File: config.mk
export PLATFORM = sky130hd
export DESIGN_NAME = fog_loop_top
export DESIGN_NICKNAME = d
export VERILOG_FILES = /design/src/rtl/fog_pkg.sv /design/src/rtl/loop_trig_if.sv /design/src/rtl/loop_timing_gen.sv /design/src/rtl/error_demod.sv /design/src/rtl/phase_ramp_gen.sv /design/src/rtl/dac_req_ack.sv /design/src/rtl/fog_loop_top.sv
export SDC_FILE = /design/constraint.sdc
export NUM_CORES = 1
export LEC_CHECK = 0
export BUFFER_PORTS_ARGS = -buffer_cell sky130_fd_sc_hd__buf_2
export CAP_MARGIN = 25
export CORE_MARGIN = 8
export CORE_UTILIZATION = 55
export DETAILED_ROUTE_END_ITERATION = 12
export PLACE_DENSITY = 0.8
export SLEW_MARGIN = 20
export SYNTH_ARGS = -nofsm -noshare
export SYNTH_HDL_FRONTEND = slang
export SYNTH_SLANG_ARGS = --single-unit
File: constraint.sdc
create_clock -name i_clk -period 7.55 [get_ports i_clk]
set_input_delay 1.51 -clock i_clk [delete_from_list [all_inputs] [get_ports i_clk]]
set_output_delay 1.51 -clock i_clk [all_outputs]
set_load 0.05 [all_outputs]
File: src/rtl/fog_pkg.sv
// fog loop shared definitions
`default_nettype none

package fog_pkg;

	// phase word driven to the modulator dac
	localparam int DAC_WIDTH = 16;

	// signed ramp step and accumulator word
	typedef logic signed [31:0] step_t;

	// dac limits, +pi and -pi
	localparam step_t PHASE_MAX = 32'sd32767;
	localparam step_t PHASE_MIN = -32'sd32768;

	// one full 2pi span in dac codes
	localparam step_t PHASE_SPAN = 32'sd65536;

	// gain shift after reset
	localparam logic [4:0] GAIN_INIT = 5'd5;

	// feedback modes of the ramp generator
	typedef enum logic [1:0] {
		// square wave only
		FB_OPEN   = 2'd0,
		// closed loop ramp plus bias
		FB_CLOSED = 2'd1,
		// staircase test pattern
		FB_STAIR  = 2'd2,
		// freeze the phase word
		FB_HOLD   = 2'd3
	} fb_mode_e;

endpackage

`default_nettype wire

File: src/rtl/loop_trig_if.sv
// loop trigger bus
`timescale 1ns/10ps
`default_nettype none

interface loop_trig_if import fog_pkg::*; ();

	// bias amplitude, fed in from the top level
	logic signed [DAC_WIDTH-1:0] mod_amp;

	// single cycle strobes from the eigen-period counter
	logic rate_trig;
	logic ramp_trig;
	logic mod_trig;
	logic period_end;

	// high in the positive half period
	logic mod_sign;
	// bias value, +amp or -amp
	logic signed [DAC_WIDTH-1:0] mod_value;

	// timing generator side
	modport src (
		input  mod_amp,
		output rate_trig, ramp_trig, mod_trig, period_end, mod_sign, mod_value
	);

	// ramp generator side
	modport ramp (
		input rate_trig, ramp_trig, mod_trig, mod_value
	);

	// demodulator side
	modport demod (
		input mod_sign, period_end
	);

endinterface

`default_nettype wire

File: src/rtl/loop_timing_gen.sv
// eigen-period timing generator
`timescale 1ns/10ps
`default_nettype none

module loop_timing_gen #(
	// clocks per half period, at least 6
	parameter int TAU_CYCLES = 8
) (
	input  wire         i_clk,
	input  wire         i_rst_n,
	loop_trig_if.src    trig
);

	localparam int PERIOD = 2 * TAU_CYCLES;
	localparam int CNT_W  = $clog2(PERIOD);

	// count decode points
	localparam logic [CNT_W-1:0] CNT_RATE  = CNT_W'(0);
	localparam logic [CNT_W-1:0] CNT_RAMP  = CNT_W'(1);
	localparam logic [CNT_W-1:0] CNT_MOD_P = CNT_W'(2);
	localparam logic [CNT_W-1:0] CNT_MOD_N = CNT_W'(TAU_CYCLES + 2);
	localparam logic [CNT_W-1:0] CNT_LAST  = CNT_W'(PERIOD - 1);
	localparam logic [CNT_W-1:0] CNT_HALF  = CNT_W'(TAU_CYCLES);

	logic [CNT_W-1:0] cnt;
	logic [CNT_W-1:0] cnt_nxt;
	logic             pos_nxt;

	// modulo 2*tau count
	always_comb begin
		if (cnt == CNT_LAST) begin
			cnt_nxt = '0;
		end else begin
			cnt_nxt = cnt + CNT_W'(1);
		end
		// first half is the positive bias
		pos_nxt = (cnt_nxt < CNT_HALF);
	end

	// strobes registered against the next count
	// so they line up with the count they belong to
	always_ff @(posedge i_clk or negedge i_rst_n) begin
		if (!i_rst_n) begin
			// parked on the last count, first edge lands on 0
			cnt             <= CNT_LAST;
			trig.rate_trig  <= 1'b0;
			trig.ramp_trig  <= 1'b0;
			trig.mod_trig   <= 1'b0;
			trig.period_end <= 1'b0;
			trig.mod_sign   <= 1'b0;
			trig.mod_value  <= '0;
		end else begin
			cnt             <= cnt_nxt;
			trig.rate_trig  <= (cnt_nxt == CNT_RATE);
			trig.ramp_trig  <= (cnt_nxt == CNT_RAMP);
			// one bias step per half period
			trig.mod_trig   <= (cnt_nxt == CNT_MOD_P) || (cnt_nxt == CNT_MOD_N);
			trig.period_end <= (cnt_nxt == CNT_LAST);
			trig.mod_sign   <= pos_nxt;
			// square wave bias
			if (pos_nxt) begin
				trig.mod_value <= trig.mod_amp;
			end else begin
				trig.mod_value <= -trig.mod_amp;
			end
		end
	end

endmodule

`default_nettype wire

File: src/rtl/error_demod.sv
// detector error demodulator
`timescale 1ns/10ps
`default_nettype none

module error_demod import fog_pkg::*; #(
	// sum to step scaling
	parameter int DEMOD_SHIFT = 2
) (
	input  wire               i_clk,
	input  wire               i_rst_n,
	input  wire signed [15:0] i_adc_data,
	loop_trig_if.demod        trig,
	output step_t             o_step
);

	// running sum over one eigen-period
	step_t sum;
	// signed sample contribution
	step_t contrib;
	// sum including the current sample
	step_t sum_nxt;
	// low until the counter has started
	logic  armed;

	always_comb begin
		// multiply by the bias sign
		if (trig.mod_sign) begin
			contrib = step_t'(i_adc_data);
		end else begin
			contrib = -step_t'(i_adc_data);
		end
		sum_nxt = sum + contrib;
	end

	// armed skips the cycle before count 0
	// so each sum spans exactly one period
	always_ff @(posedge i_clk or negedge i_rst_n) begin
		if (!i_rst_n) begin
			armed <= 1'b0;
		end else begin
			armed <= 1'b1;
		end
	end

	always_ff @(posedge i_clk or negedge i_rst_n) begin
		if (!i_rst_n) begin
			sum    <= '0;
			o_step <= '0;
		end else if (trig.period_end) begin
			// publish the full period, last sample included
			o_step <= sum_nxt >>> DEMOD_SHIFT;
			// restart for the next period
			sum    <= '0;
		end else if (armed) begin
			sum <= sum_nxt;
		end
	end

endmodule

`default_nettype wire

File: src/rtl/phase_ramp_gen.sv
// phase ramp generator
`timescale 1ns/10ps
`default_nettype none

module phase_ramp_gen import fog_pkg::*; (
	input  wire                          i_clk,
	input  wire                          i_rst_n,
	loop_trig_if.ramp                    trig,
	input  step_t                        i_step,
	input  fb_mode_e                     i_fb_mode,
	input  wire        [4:0]             i_gain_sel,
	output logic signed [DAC_WIDTH-1:0]  o_phase,
	output logic                         o_phase_update,
	output logic                         o_ramp_reset
);

	// registered configuration
	fb_mode_e   mode_q;
	logic [4:0] gain_q;

	// step accumulator, full resolution
	step_t acc;
	// accumulator scaled down by the gain
	step_t ramp;

	// closed loop phase candidate and its wrap
	step_t sum;
	step_t sum_w;
	step_t ramp_w;
	step_t acc_w;
	logic  wrap;
	// 2pi expressed at accumulator scale
	step_t span_acc;
	// stair pattern next value
	step_t stair;

	always_ff @(posedge i_clk or negedge i_rst_n) begin
		if (!i_rst_n) begin
			mode_q <= FB_OPEN;
			gain_q <= GAIN_INIT;
		end else begin
			mode_q <= i_fb_mode;
			gain_q <= i_gain_sel;
		end
	end

	always_comb begin
		span_acc = PHASE_SPAN <<< gain_q;
		sum      = ramp + step_t'(trig.mod_value);
		sum_w    = sum;
		ramp_w   = ramp;
		acc_w    = acc;
		wrap     = 1'b0;
		// above +pi, drop one span
		if (sum > PHASE_MAX) begin
			sum_w  = sum - PHASE_SPAN;
			ramp_w = ramp - PHASE_SPAN;
			acc_w  = acc - span_acc;
			wrap   = 1'b1;
		// below -pi, add one span
		end else if (sum < PHASE_MIN) begin
			sum_w  = sum + PHASE_SPAN;
			ramp_w = ramp + PHASE_SPAN;
			acc_w  = acc + span_acc;
			wrap   = 1'b1;
		end
		// truncation to the dac width wraps by one span
		stair = step_t'(o_phase) + i_step;
	end

	always_ff @(posedge i_clk or negedge i_rst_n) begin
		if (!i_rst_n) begin
			acc            <= '0;
			ramp           <= '0;
			o_phase        <= '0;
			o_phase_update <= 1'b0;
			o_ramp_reset   <= 1'b0;
		end else begin
			// strobes last one cycle
			o_phase_update <= 1'b0;
			o_ramp_reset   <= 1'b0;
			case (mode_q)
				FB_OPEN: begin
					// no feedback, bias only
					acc  <= '0;
					ramp <= '0;
					if (trig.mod_trig) begin
						o_phase        <= trig.mod_value;
						o_phase_update <= 1'b1;
					end
				end
				FB_CLOSED: begin
					// triggers sit in separate counts
					if (trig.rate_trig) begin
						acc <= acc + i_step;
					end else if (trig.ramp_trig) begin
						ramp <= acc >>> gain_q;
					end else if (trig.mod_trig) begin
						acc            <= acc_w;
						ramp           <= ramp_w;
						o_phase        <= sum_w[DAC_WIDTH-1:0];
						o_phase_update <= 1'b1;
						o_ramp_reset   <= wrap;
					end
				end
				FB_STAIR: begin
					if (trig.mod_trig) begin
						o_phase        <= stair[DAC_WIDTH-1:0];
						o_phase_update <= 1'b1;
					end
				end
				default: begin
					// hold, phase and ramp frozen
				end
			endcase
		end
	end

endmodule

`default_nettype wire

File: src/rtl/dac_req_ack.sv
// dac four-phase req/ack driver
`timescale 1ns/10ps
`default_nettype none

module dac_req_ack import fog_pkg::*; (
	input  wire                        i_clk,
	input  wire                        i_rst_n,
	input  wire signed [DAC_WIDTH-1:0] i_phase,
	input  wire                        i_phase_update,
	output logic                       o_dac_req,
	output logic       [DAC_WIDTH-1:0] o_dac_data,
	input  wire                        i_dac_ack
);

	typedef enum logic [1:0] {
		ST_IDLE    = 2'd0,
		ST_WAIT_HI = 2'd1,
		ST_WAIT_LO = 2'd2
	} dac_state_e;

	dac_state_e           state;
	logic                 pend_valid;
	logic [DAC_WIDTH-1:0] pend_data;
	// bus free for a new request this cycle
	logic                 free;
	logic                 launch;
	logic                 launch_new;

	always_comb begin
		// ack must be seen low before req may rise again
		free       = (state == ST_IDLE) || ((state == ST_WAIT_LO) && !i_dac_ack);
		// newest word goes first, older pending one is dropped
		launch_new = free && i_phase_update;
		launch     = free && (i_phase_update || pend_valid);
	end

	always_ff @(posedge i_clk or negedge i_rst_n) begin
		if (!i_rst_n) begin
			state      <= ST_IDLE;
			o_dac_req  <= 1'b0;
			pend_valid <= 1'b0;
		end else if (free) begin
			o_dac_req  <= launch;
			pend_valid <= 1'b0;
			state      <= launch ? ST_WAIT_HI : ST_IDLE;
		end else begin
			// transfer in flight, park the update
			if (i_phase_update) begin
				pend_valid <= 1'b1;
			end
			if ((state == ST_WAIT_HI) && i_dac_ack) begin
				o_dac_req <= 1'b0;
				state     <= ST_WAIT_LO;
			end
		end
	end

	// data only changes when a request starts
	always_ff @(posedge i_clk) begin
		if (launch_new) begin
			o_dac_data <= i_phase;
		end else if (launch) begin
			o_dac_data <= pend_data;
		end
		if (!free && i_phase_update) begin
			pend_data <= i_phase;
		end
	end

endmodule

`default_nettype wire

File: src/rtl/fog_loop_top.sv
// fog closed loop top
`timescale 1ns/10ps
`default_nettype none

module fog_loop_top import fog_pkg::*; #(
	parameter int TAU_CYCLES  = 8,
	parameter int DEMOD_SHIFT = 2
) (
	input  wire                         i_clk,
	input  wire                         i_rst_n,
	input  wire  signed [15:0]          i_adc_data,
	input  fb_mode_e                    i_fb_mode,
	input  wire         [4:0]           i_gain_sel,
	input  wire  signed [DAC_WIDTH-1:0] i_mod_amp,
	output logic signed [DAC_WIDTH-1:0] o_phase_ramp,
	output logic                        o_phase_update,
	output logic                        o_ramp_reset,
	output logic                        o_dac_req,
	output logic        [DAC_WIDTH-1:0] o_dac_data,
	input  wire                         i_dac_ack
);

	// demodulated rate step into the ramp
	step_t step;

	loop_trig_if trig_bus ();

	// bias amplitude enters the loop here
	assign trig_bus.mod_amp = i_mod_amp;

	// sole source of loop timing
	loop_timing_gen #(
		.TAU_CYCLES (TAU_CYCLES)
	) u_timing (
		.i_clk   (i_clk),
		.i_rst_n (i_rst_n),
		.trig    (trig_bus.src)
	);

	error_demod #(
		.DEMOD_SHIFT (DEMOD_SHIFT)
	) u_demod (
		.i_clk      (i_clk),
		.i_rst_n    (i_rst_n),
		.i_adc_data (i_adc_data),
		.trig       (trig_bus.demod),
		.o_step     (step)
	);

	phase_ramp_gen u_ramp (
		.i_clk          (i_clk),
		.i_rst_n        (i_rst_n),
		.trig           (trig_bus.ramp),
		.i_step         (step),
		.i_fb_mode      (i_fb_mode),
		.i_gain_sel     (i_gain_sel),
		.o_phase        (o_phase_ramp),
		.o_phase_update (o_phase_update),
		.o_ramp_reset   (o_ramp_reset)
	);

	// phase words out to the modulator dac
	dac_req_ack u_dac (
		.i_clk          (i_clk),
		.i_rst_n        (i_rst_n),
		.i_phase        (o_phase_ramp),
		.i_phase_update (o_phase_update),
		.o_dac_req      (o_dac_req),
		.o_dac_data     (o_dac_data),
		.i_dac_ack      (i_dac_ack)
	);

endmodule

`default_nettype wire

==> results.ini, run 1 <==
[finish]
fillerInstances = 2670
multi_input_area_um2 = 11340
nets = 2179
fin_cells = 2415
regArea_um2 = 5475
drive_gt1_share_pct = 11.98
layout-area-overhead-vs-synth_pct = 8.536
postLayoutCellArea_um2 = 19000

[hold_path]
hold_path.class = reg2reg
hold_start = u_dac.pend_valid$_DFFE_PN0P_

[synthesis]
synth_cells = 1964
synth_top_family_by_area = compound AO/OA/AOI/OAI gates
synth_mux_area_share_pct = 12.65
synth_xor_area_share_pct = 6.305
synth_ff_type = dfrtp_1
synthArstFlopShare_pct = 84.91
avgSynthCellArea_um2 = 8.911
synth_seq_cells = 212
ys_seq_area_share_pct = 31.27
synth-edff-count = 32
syn_nets = 2149
synth_compound_area_share_pct = 19.82
yosysUniqueCellTypes = 86
syn_area_um2 = 17500
post_synth_and_or_nand_nor_area_fraction_pct = 15.42
synthAdderAreaFrac_pct = 10.49
yosys_warnings = 0

[timing]
setup_viol = 0
maxSlewViolCount = 0
rsz0062_at_grt = no
worst_pin_slew_ps = 1011
slew_headroom_pct = 32.61
finClkSkew_ps = 33.12
layout_worst_path_cycle_share_pct = 86.70
fin_crit_ps = 6546
hold_viol = 0
setup_ws_ps = 1004
fmaxAchievable_mhz = 152.8
fin_setup_tns_ps = 0

[global_routing]
antenna_found_initial = 1
grt_pass1_wl_mm = 72.57
grt_pass1_vias = 14590
grtUsageTotal_pct = 22.76
gr-total-overflow = 0
grt_max_degree = 78

[worst_setup_path]
cp_num_cells = 24
critPathCaptureType = flip-flop
slowest_stage = dfrtp_1
crit_top_cell = a21oi_1
critical_path.max_fanout = 24
critPathKind = reg2reg
crit_start = u_timing.trig.mod_value[15]$_DFF_PN0_
start_kind = flip-flop
cp.required_ps = 7950
crit_buf_inv = 1
timing.rr.start = u_timing.trig.mod_value[15]$_DFF_PN0_
rr_worst_depth = 24
max_stage_delay_ps = 650
cp_top_family = compound AO/OA/AOI/OAI gates
r2r_slack_ps = 1000
arrival_ps = 6940
crit_end = u_ramp.ramp[31]$_DFFE_PN0P_
regToRegEndpoint = u_ramp.ramp[31]$_DFFE_PN0P_
crit_chain = ha_1 > a211oi_1 > nor3b_1 > o2111a_1 > o31ai_1 > a311oi_1 > mux2i_1 > a2111oi_0 > and4b_1 > a21boi_2 > buf_4 > ha_1 > a21oi_1 > a2bb2oi_1 > a21oi_1 > a21oi_1 > nor2b_1 > o21a_1 > nor4_1 > o41a_1 > o21ai_0 > xnor2_1 > o21ai_0 > a221o_1

[floorplan]
design.die.area_um2 = 37790
fp.dieH_um = 194.4
io-pin-count = 77
core_region_area_um2 = 31470
start_util_pct = 55.61
die_x_um = 194.4
std_cell_rows = 65

[placement]
dpl.cell_count = 2370
placed_area_um2 = 18170
pre_cts_ws_ps = 1055
io_buffer_count = 76
dp_hpwl_mm = 33.33
gp_congestion = 0.9859

[clock_network]
cts_buffer_depth = 3
cts_tree = done
cts_setup_buffers = 0
ctsResizeCount = 0
holdBufCountCts = 0
htree_levels = 1
cts_root_buf = clkbuf_16
clkTransAtPathRegs_ps = 60
cts_inserted_buffers = 24
clk_latency_ps = 540
numClockSinks = 212

[power_and_ir_drop]
switching_share_pct = 40.30
internal-power_mw = 3.019
power_density_nw_per_um2 = 266.2
ir_drop_v = 0.0001654
power_leakage_nw = 8.848
p_sw_mw = 2.038
pwr-share-clk_pct = 24.0
combPwrFrac_pct = 44.2
p_seq_share_pct = 31.7

[routing]
drc = 0
vias = 14890
highest_layer = met5
wl_met2_mm = 21.12
dr_wl_met3_mm = 2.916
wire_per_inst_um = 18.49
drt_iter0_drc = 998
postRouteAntennaNets = 0
firstDrtPassIters = 5
wl_met1_mm = 19.31
vias_per_cell = 6.165
drt-total-wl_mm = 44.65

[run_status]
run_status = completed

[run]
drv_cap = 0

[worst min-delay path by stage]
stage	slack [ps]	end	depth (start not counted)
after global placement	460	u_dac.pend_valid$_DFFE_PN0P_	2
after global routing	530	u_ramp.ramp[8]$_DFFE_PN0P_	1
after detailed placement	470	u_dac.pend_valid$_DFFE_PN0P_	2
final	490	u_dac.pend_valid$_DFFE_PN0P_	2
after floorplan	450	u_dac.pend_valid$_DFFE_PN0P_	2
after CTS	490	u_dac.pend_valid$_DFFE_PN0P_	2
[power groups by stage]
stage | Sequential [mW] | Clock [mW] | Combinational, mW
floorplan | 1.56 | 0 | 1.70
global placement | 1.61 | 0 | 2.12
detailed placement | 1.62 | 0 | 2.20
CTS | 1.60 | 1.23 | 2.21
global route | 1.63 | 1.27 | 2.48
finish | 1.61 | 1.21 | 2.24
[Yosys cell counts, types with 19 or more instances]
| library cell | count | area (um^2) |
|---|---|---|
| a211oi_1 | 19 | 142.6 |
| a21o_1 | 37 | 277.8 |
| a21oi_1 | 144 | 720.7 |
| a22o_1 | 20 | 175.2 |
| a31oi_1 | 23 | 143.9 |
| and2_1 | 29 | 181.4 |
| clkbuf_1 | 73 | 274.0 |
| dfrtp_1 | 174 | 4354 |
| edfxtp_1 | 32 | 960.9 |
| ha_1 | 138 | 1727 |
| inv_1 | 92 | 345.3 |
| mux2_2 | 54 | 608.1 |
| mux2i_1 | 108 | 1081 |
| mux4_2 | 20 | 450.4 |
| nand2_1 | 190 | 713.2 |
| nand2b_1 | 22 | 137.6 |
| nand3_1 | 27 | 135.1 |
| nor2_1 | 165 | 619.3 |
| nor2b_1 | 19 | 118.9 |
| nor3_1 | 38 | 190.2 |
| o211ai_1 | 33 | 247.7 |
| o21ai_0 | 136 | 680.7 |
| or3_1 | 19 | 118.9 |
| xnor2_1 | 79 | 691.9 |
| xor2_1 | 47 | 411.6 |
[layout make-up]
cell class / count / area share, %
Inverter: 93 / 1.838
Antenna cell: 1 / 0.01317
Clock buffer: 30 / 3.438
Clock inverter: 14 / 0.8958
Timing Repair Buffer: 91 / 2.628
Sequential cell: 212 / 28.82
Tap cell: 402 / 2.648
Multi-Input combinational cell: 1572 / 59.72
[worst register-to-register path, cell delays in order, from the launching register on]
cell	delay [ps]
dfrtp_1	650
ha_1	640
a211oi_1	130
nor3b_1	280
o2111a_1	260
o31ai_1	90
a311oi_1	550
mux2i_1	180
a2111oi_0	370
and4b_1	330
a21boi_2	100
buf_4	240
ha_1	300
a21oi_1	190
a2bb2oi_1	270
a21oi_1	110
a21oi_1	240
nor2b_1	70
o21a_1	200
nor4_1	230
o41a_1	230
o21ai_0	110
xnor2_1	200
o21ai_0	110
a221o_1	340
[flip-flops by register name, indices dropped and copies added, names as in the netlist, 16 cells and up]
register                 count
u_ramp.ramp                 32
u_ramp.acc                  32
u_ramp.o_phase              16
u_dac.pend_data             16
u_dac.o_dac_data            16
u_demod.o_step              30
u_demod.sum                 32
u_timing.trig.mod_value     16
[cell usage in the layout, fill, tap and decap left out, types with 8 or more instances in the layout]
| master | Yosys | layout |
|---|---|---|
| nand2_1 | 190 | 190 |
| mux2_2 | 54 | 54 |
| a2111oi_0 | 12 | 12 |
| nor4_1 | 10 | 10 |
| o21a_1 | 16 | 16 |
| a31oi_1 | 23 | 23 |
| or3_1 | 19 | 19 |
| nand2b_1 | 22 | 22 |
| nor3_1 | 38 | 38 |
| and2_1 | 29 | 29 |
| a211o_1 | 8 | 8 |
| buf_4 | 3 | 15 |
| buf_2 | 0 | 75 |
| mux4_2 | 20 | 20 |
| or2_2 | 9 | 9 |
| dfrtp_1 | 174 | 172 |
| a22o_1 | 20 | 20 |
| o31ai_1 | 13 | 13 |
| ha_1 | 138 | 137 |
| and3_1 | 17 | 17 |
| nor2b_1 | 19 | 19 |
| o21bai_1 | 10 | 10 |
| xnor2_1 | 79 | 79 |
| nor2_1 | 165 | 165 |
| a211oi_1 | 19 | 19 |
| xor2_1 | 47 | 47 |
| nand3_1 | 27 | 27 |
| inv_1 | 92 | 92 |
| edfxtp_1 | 32 | 32 |
| clkbuf_16 | 0 | 24 |
| a22oi_1 | 9 | 9 |
| mux2i_1 | 108 | 108 |
| a21oi_1 | 144 | 143 |
| o21ai_0 | 136 | 136 |
| a21o_1 | 37 | 37 |
| o211ai_1 | 33 | 33 |
[logic make-up after synthesis]
family / after synthesis
adders and majority gates: 144
other: 1
muxes: 188
AOI/OAI and AO/OA: 537
xor gates and xnor gates: 126
buffers and inverters: 180
and+or+nand+nor: 576
DFF: 212
[stage by stage]
step | total power, mW | utilization [%] | hold WS (ps)
after floorplan | 3.265 | - | 447.3
after global placement | 3.726 | 57.72 | 464.7
after detailed placement | 3.813 | 57.72 | 471.3
after CTS | 5.043 | 60.33 | 485.4
after global routing | 5.383 | 60.35 | 532.3
final | 5.057 | 60.35 | 486.8
[metal layers]
metal | up-vias | track usage (%)
met3 | 89 | 3.835
li1 | 7212 | -
met1 | 7121 | 29.42
met4 | 2 | 7.808
met5 | - | 0
met2 | 464 | 38.20
Note: power is estimated with default switching activity, not from simulation.
==> run 2: changes to the inputs <==
--- a/config.mk
+++ b/config.mk
@@ -10,7 +10,7 @@
 export CORE_MARGIN = 8
 export CORE_UTILIZATION = 55
 export DETAILED_ROUTE_END_ITERATION = 12
-export PLACE_DENSITY = 0.8
+export PLACE_DENSITY = 0.83
 export SLEW_MARGIN = 20
 export SYNTH_ARGS = -nofsm -noshare
 export SYNTH_HDL_FRONTEND = slang
==> constraint.sdc (replaced) <==
create_clock -name i_clk -period 6 [get_ports i_clk]
set_input_delay 1.2 -clock i_clk [delete_from_list [all_inputs] [get_ports i_clk]]
set_output_delay 1.2 -clock i_clk [all_outputs]
set_load 0.05 [all_outputs]
==> run 2 against run 1 <==
Global-route usage rose by 0.63 points. Worst hold slack improved by 18 ps. First-iteration DRC count rose by 14%.
==> results.ini, run 2 (synthesis results as in run 1) <==
[power_and_ir_drop]
ir_drop_v = 0.0002158
power_leakage_nw = 9.031
power_density_nw_per_um2 = 346.3

[global_routing]
antenna_found_initial = 0
gr-total-overflow = 0
grt_pass1_vias = 14810
grtUsageTotal_pct = 23.39
grt_pass1_wl_mm = 74.82
grt_max_degree = 110

[finish]
final_util_pct = 61.64
postLayoutCellArea_um2 = 19400
nets = 2203
final_common_cell = nand2_1
layout-area-overhead-vs-synth_pct = 10.85
reg.largest.list = u_demod.sum: 32 flops, u_ramp.acc: 32 flops, u_ramp.ramp: 32 flops
layout_common_cells = nand2_1 (190), dfrtp_1 (171), nor2_1 (164), a21oi_1 (138), ha_1 (133)
drive_gt1_share_pct = 14.41
fillerInstances = 2563
antenna_cells = 0

[placement]
placed_area_um2 = 18300
dp_hpwl_mm = 34.34
gp_congestion = 0.9560
io_buffer_count = 76

[timing]
maxSlewViolCount = 0
hold_viol = 0
fmaxAchievable_mhz = 172.9
fin_hold_ws_ps = 504.7
setup_viol = 0
layout_worst_path_cycle_share_pct = 96.37
slew_headroom_pct = 30.79
finClkSkew_ps = 9.116
fin_setup_tns_ps = 0
worst_pin_slew_ps = 1034
fin_crit_ps = 5782

[clock_network]
cts_root_buf = clkbuf_16
clk_latency_ps = 510
holdBufCountCts = 0
clkTransAtPathRegs_ps = 70
cts_tree = done
numClockSinks = 212
cts_inserted_buffers = 23
cts_buffer_depth = 3
htree_levels = 1

[run_status]
run_status = completed

[hold_path]
hold_path.class = reg2reg

[routing]
wire_per_inst_um = 19.03
drt-total-wl_mm = 46.36
vias = 15360
vias_per_cell = 6.304
drc = 0
firstDrtPassIters = 6
drt_iter0_drc = 1133
postRouteAntennaNets = 0

[worst_setup_path]
crit_chain = ha_1 > a211oi_2 > o21bai_2 > o41a_4 > a211o_1 > a211oi_4 > nor3_1 > nor4_2 > and4b_1 > a21boi_2 > buf_4 > ha_1 > nand2_1 > a2bb2oi_2 > a21oi_1 > a21oi_2 > nor2b_1 > o21a_1 > nor4_2 > o41a_1 > o21ai_1 > xnor2_1 > o21ai_0 > a221o_1
critPathCaptureType = flip-flop
critical_path.max_fanout = 9
cp.required_ps = 6390
max_stage_delay_ps = 430
critPathKind = reg2reg
slowest_stage = o41a_4
arrival_ps = 6170
start_kind = flip-flop

[floorplan]
die_x_um = 194.4
core_region_area_um2 = 31470
fp.dieH_um = 194.4
design.die.area_um2 = 37790
io-pin-count = 77
start_util_pct = 55.61
std_cell_rows = 65

[run]
drv_cap = 0

## run 2: metrics by stage
step           setup slack [ps]  power, mW  std cells
2_1_floorplan             247.1      4.110       1964
5_1_grt                  -60.30      7.107       2436
6_report                  217.9      6.718       2436
3_3_place_gp              130.0      4.771       2386
3_5_place_dp             -102.6      4.879       2386
4_1_cts                  -1.376      6.567       2427
## run 2: power breakdown
part	switching [mW]	internal [mW]	leakage [nW]	total, mW
Clock	0.599	1.05	0.429	1.65
Sequential	0.344	1.69	2.57	2.03
Combinational	1.73	1.31	6.04	3.03
Total	2.67	4.05	9.03	6.72
## run 2: critical path: cells and delay by family (launching register included)
kind,cells,cell delay [ps]
simple gates,6,1040
fa+ha+maj,2,700
flops,1,390
buf+inv,1,180
xor+xnor,1,160
compound gates,14,3190
## run 2: worst paths after layout
check,start,end,slack [ps],cells after the start
setup / recovery,u_timing.trig.mod_value[1]$_DFF_PN0_,u_ramp.ramp[31]$_DFFE_PN0P_,220,24
hold / removal,u_ramp.ramp[5]$_DFFE_PN0P_,u_ramp.ramp[5]$_DFFE_PN0P_,500,2
setup reg to reg,u_timing.trig.mod_value[1]$_DFF_PN0_,u_ramp.ramp[31]$_DFFE_PN0P_,220,24
hold reg to reg,u_ramp.ramp[5]$_DFFE_PN0P_,u_ramp.ramp[5]$_DFFE_PN0P_,500,2
max in group asynchronous,i_rst_n,u_demod.sum[31]$_DFFE_PN0P_,4260,2
min in group asynchronous,i_rst_n,u_timing.trig.mod_value[8]$_DFF_PN0_,690,1
## run 2: final cells by class
cell class                      instances  area, um^2  area share (%)
Inverter                               93       349.1           1.799
Sequential cell                       212        5477           28.23
Clock inverter                         12       241.5           1.245
Tap cell                              402       503.0           2.593
Multi-Input combinational cell       1572       11490           59.24
Clock buffer                           29       638.1           3.289
Timing Repair Buffer                  116       699.4           3.605
## run 2: timing repair
action                     CTS  global route
setup endpoints to repair    3            14
pin swaps                    0            17
gates resized for setup      5            35
setup buffers                0             9
## run 2: per-layer routing
layer	global-route usage (%)	wire length (um)
met5	0	0
met4	7.044	1343
met3	2.781	3190
met2	39.81	21930
met1	30.90	19890
==> run 3: changes to the inputs <==
--- a/config.mk
+++ b/config.mk
@@ -11,6 +11,7 @@
 export CORE_UTILIZATION = 55
 export DETAILED_ROUTE_END_ITERATION = 12
 export PLACE_DENSITY = 0.83
+export RECOVER_POWER = 50
 export SLEW_MARGIN = 20
 export SYNTH_ARGS = -nofsm -noshare
 export SYNTH_HDL_FRONTEND = slang
==> run 3 against run 2 <==
The run now ends with capacitance limit, slew limit left. Design area is essentially flat. Clock skew is 0.73 ps lower. Critical path depth unchanged. Largest power group unchanged. Highest routed layer unchanged.
==> results.ini, run 3 (synthesis results as in run 1) <==
[run_status]
run_status = finished with violations
violations = capacitance limit, slew limit

[placement]
pre_cts_ws_ps = -102.6
dp_hpwl_mm = 34.34
gp_congestion = 0.9560
dpl.cell_count = 2386
io_buffer_count = 76

[power_and_ir_drop]
pwr-share-clk_pct = 24.6
power_density_nw_per_um2 = 346.5
p_seq_share_pct = 30.2
combPwrFrac_pct = 45.2
internal-power_mw = 4.047
p_sw_mw = 2.669
power_leakage_nw = 9.008
switching_share_pct = 39.74
ir_drop_v = 0.0002156

[worst_setup_path]
critPathCaptureType = flip-flop
crit_buf_inv = 1
start_kind = flip-flop
cp.required_ps = 6390
crit_start = u_timing.trig.mod_value[1]$_DFF_PN0_
critical_path.max_fanout = 9
critPathKind = reg2reg
arrival_ps = 6180
slowest_stage = o41a_4
timing.rr.start = u_timing.trig.mod_value[1]$_DFF_PN0_
crit_chain = ha_1 > a211oi_2 > o21bai_2 > o41a_4 > a211o_1 > a211oi_4 > nor3_1 > nor4_2 > and4b_1 > a21boi_2 > buf_4 > ha_1 > nand2_1 > a2bb2oi_2 > a21oi_1 > a21oi_2 > nor2b_1 > o21a_1 > nor4_2 > o41a_1 > o21ai_1 > xnor2_1 > o21ai_0 > a221o_1
max_stage_delay_ps = 430
cp_top_family = compound AO/OA/AOI/OAI gates

[global_routing]
grt_pass1_wl_mm = 74.82
grt_pass1_vias = 14810
antenna_found_initial = 0
gr-total-overflow = 0
grtUsageTotal_pct = 23.39
grt_max_degree = 110

[finish]
multi_input_area_um2 = 11490
fin_cells = 2436
final_util_pct = 61.58
layout_common_cells = nand2_1 (190), dfrtp_1 (171), nor2_1 (164), a21oi_1 (138), ha_1 (133)
fillerInstances = 2565
layout-area-overhead-vs-synth_pct = 10.74
reg.largest.list = u_demod.sum: 32 flops, u_ramp.acc: 32 flops, u_ramp.ramp: 32 flops
final_common_cell = nand2_1
drive_gt1_share_pct = 14.06
regArea_um2 = 5477
nets = 2203
antenna_cells = 0

[floorplan]
fp.dieH_um = 194.4
core_region_area_um2 = 31470
die_x_um = 194.4
std_cell_rows = 65
design.die.area_um2 = 37790
io-pin-count = 77
start_util_pct = 55.61

[timing]
fin_crit_ps = 5789
fmaxAchievable_mhz = 172.7
fin_hold_ws_ps = 503.7
worst_pin_slew_ps = 4035
maxSlewViolCount = 72
setup_ws_ps = 210.7
layout_worst_path_cycle_share_pct = 96.49
slew_headroom_pct = -169.0
hold_viol = 0
setup_viol = 0
finClkSkew_ps = 8.390

[routing]
drt-total-wl_mm = 46.36
vias_per_cell = 6.296
postRouteAntennaNets = 0
vias = 15340
drt_iter0_drc = 1233
wire_per_inst_um = 19.03
firstDrtPassIters = 6
drc = 0

[hold_path]
hold_start = u_ramp.ramp[2]$_DFFE_PN0P_
hold_path.class = reg2reg

[clock_network]
clkTransAtPathRegs_ps = 60
clk_latency_ps = 510
numClockSinks = 212
htree_levels = 1
cts_root_buf = clkbuf_16
cts_tree = done
holdBufCountCts = 0
cts_inserted_buffers = 23
cts_buffer_depth = 3

[run]
drv_cap = 1

[run 3: stage by stage]
step           TNS [ps]  area [um^2]  power (mW)
2_1_floorplan         0        17500       4.110
3_3_place_gp          0        18300       4.771
3_5_place_dp     -149.7        18300       4.879
4_1_cts          -1.376        19200       6.567
5_1_grt          -240.8        19380       7.107
6_report              0        19380       6.716
[run 3: timing repair]
action                     in CTS  in global routing
gates resized for setup         5                 35
buffers inserted                0                  9
hold endpoints to repair        0                  0
setup endpoints to repair       3                 14
pin swaps                       0                 17
[run 3: per-layer routing]
| metal | wire length [um] | part of all wire [%] | global-route usage (%) | up-vias |
|---|---|---|---|---|
| li1 | - | - | - | 7253 |
| met1 | 19910 | 43 | 30.90 | 7381 |
| met2 | 21920 | 47 | 39.81 | 594 |
| met3 | 3065 | 6.6 | 2.781 | 109 |
| met4 | 1461 | 3.2 | 7.044 | 0 |
| met5 | 0 | 0 | 0 | - |
[run 3: final timing paths]
| path | to | cells after the start | slack [ps] |
|---|---|---|---|
| setup / recovery | u_ramp.ramp[31]$_DFFE_PN0P_ | 24 | 210 |
| hold / removal | u_ramp.ramp[2]$_DFFE_PN0P_ | 2 | 500 |
| setup reg to reg | u_ramp.ramp[31]$_DFFE_PN0P_ | 24 | 210 |
| hold reg to reg | u_ramp.ramp[2]$_DFFE_PN0P_ | 2 | 500 |
| max in group asynchronous | u_ramp.gain_q[1]$_DFF_PN0_ | 1 | 1320 |
| min in group asynchronous | u_ramp.o_phase[10]$_DFFE_PN0P_ | 1 | 2080 |
[run 3: final cells by class]
type / count / area share (%)
Sequential cell: 212 / 28.26
Inverter: 93 / 1.801
Clock inverter: 12 / 1.246
Multi-Input combinational cell: 1572 / 59.30
Clock buffer: 29 / 3.292
Timing Repair Buffer: 116 / 3.512
Tap cell: 402 / 2.595
[run 3: worst register-to-register path, delay by kind of cell, from the launching register on]
| kind | cells | cell delay, ps |
|---|---|---|
| xor gates and xnor gates | 1 | 160 |
| buffers and inverters | 1 | 180 |
| AOI/OAI and AO/OA | 14 | 3210 |
| and+or+nand+nor | 6 | 1050 |
| adders and majority gates | 2 | 700 |
| DFF | 1 | 390 |
[run 3: power groups by stage]
stage	Sequential [mW]	Clock (mW)	Combinational [mW]
6_report	2.03	1.65	3.03
4_1_cts	2.01	1.68	2.88
2_1_floorplan	1.97	0	2.14
3_3_place_gp	2.03	0	2.74
3_5_place_dp	2.04	0	2.84
5_1_grt	2.05	1.73	3.33
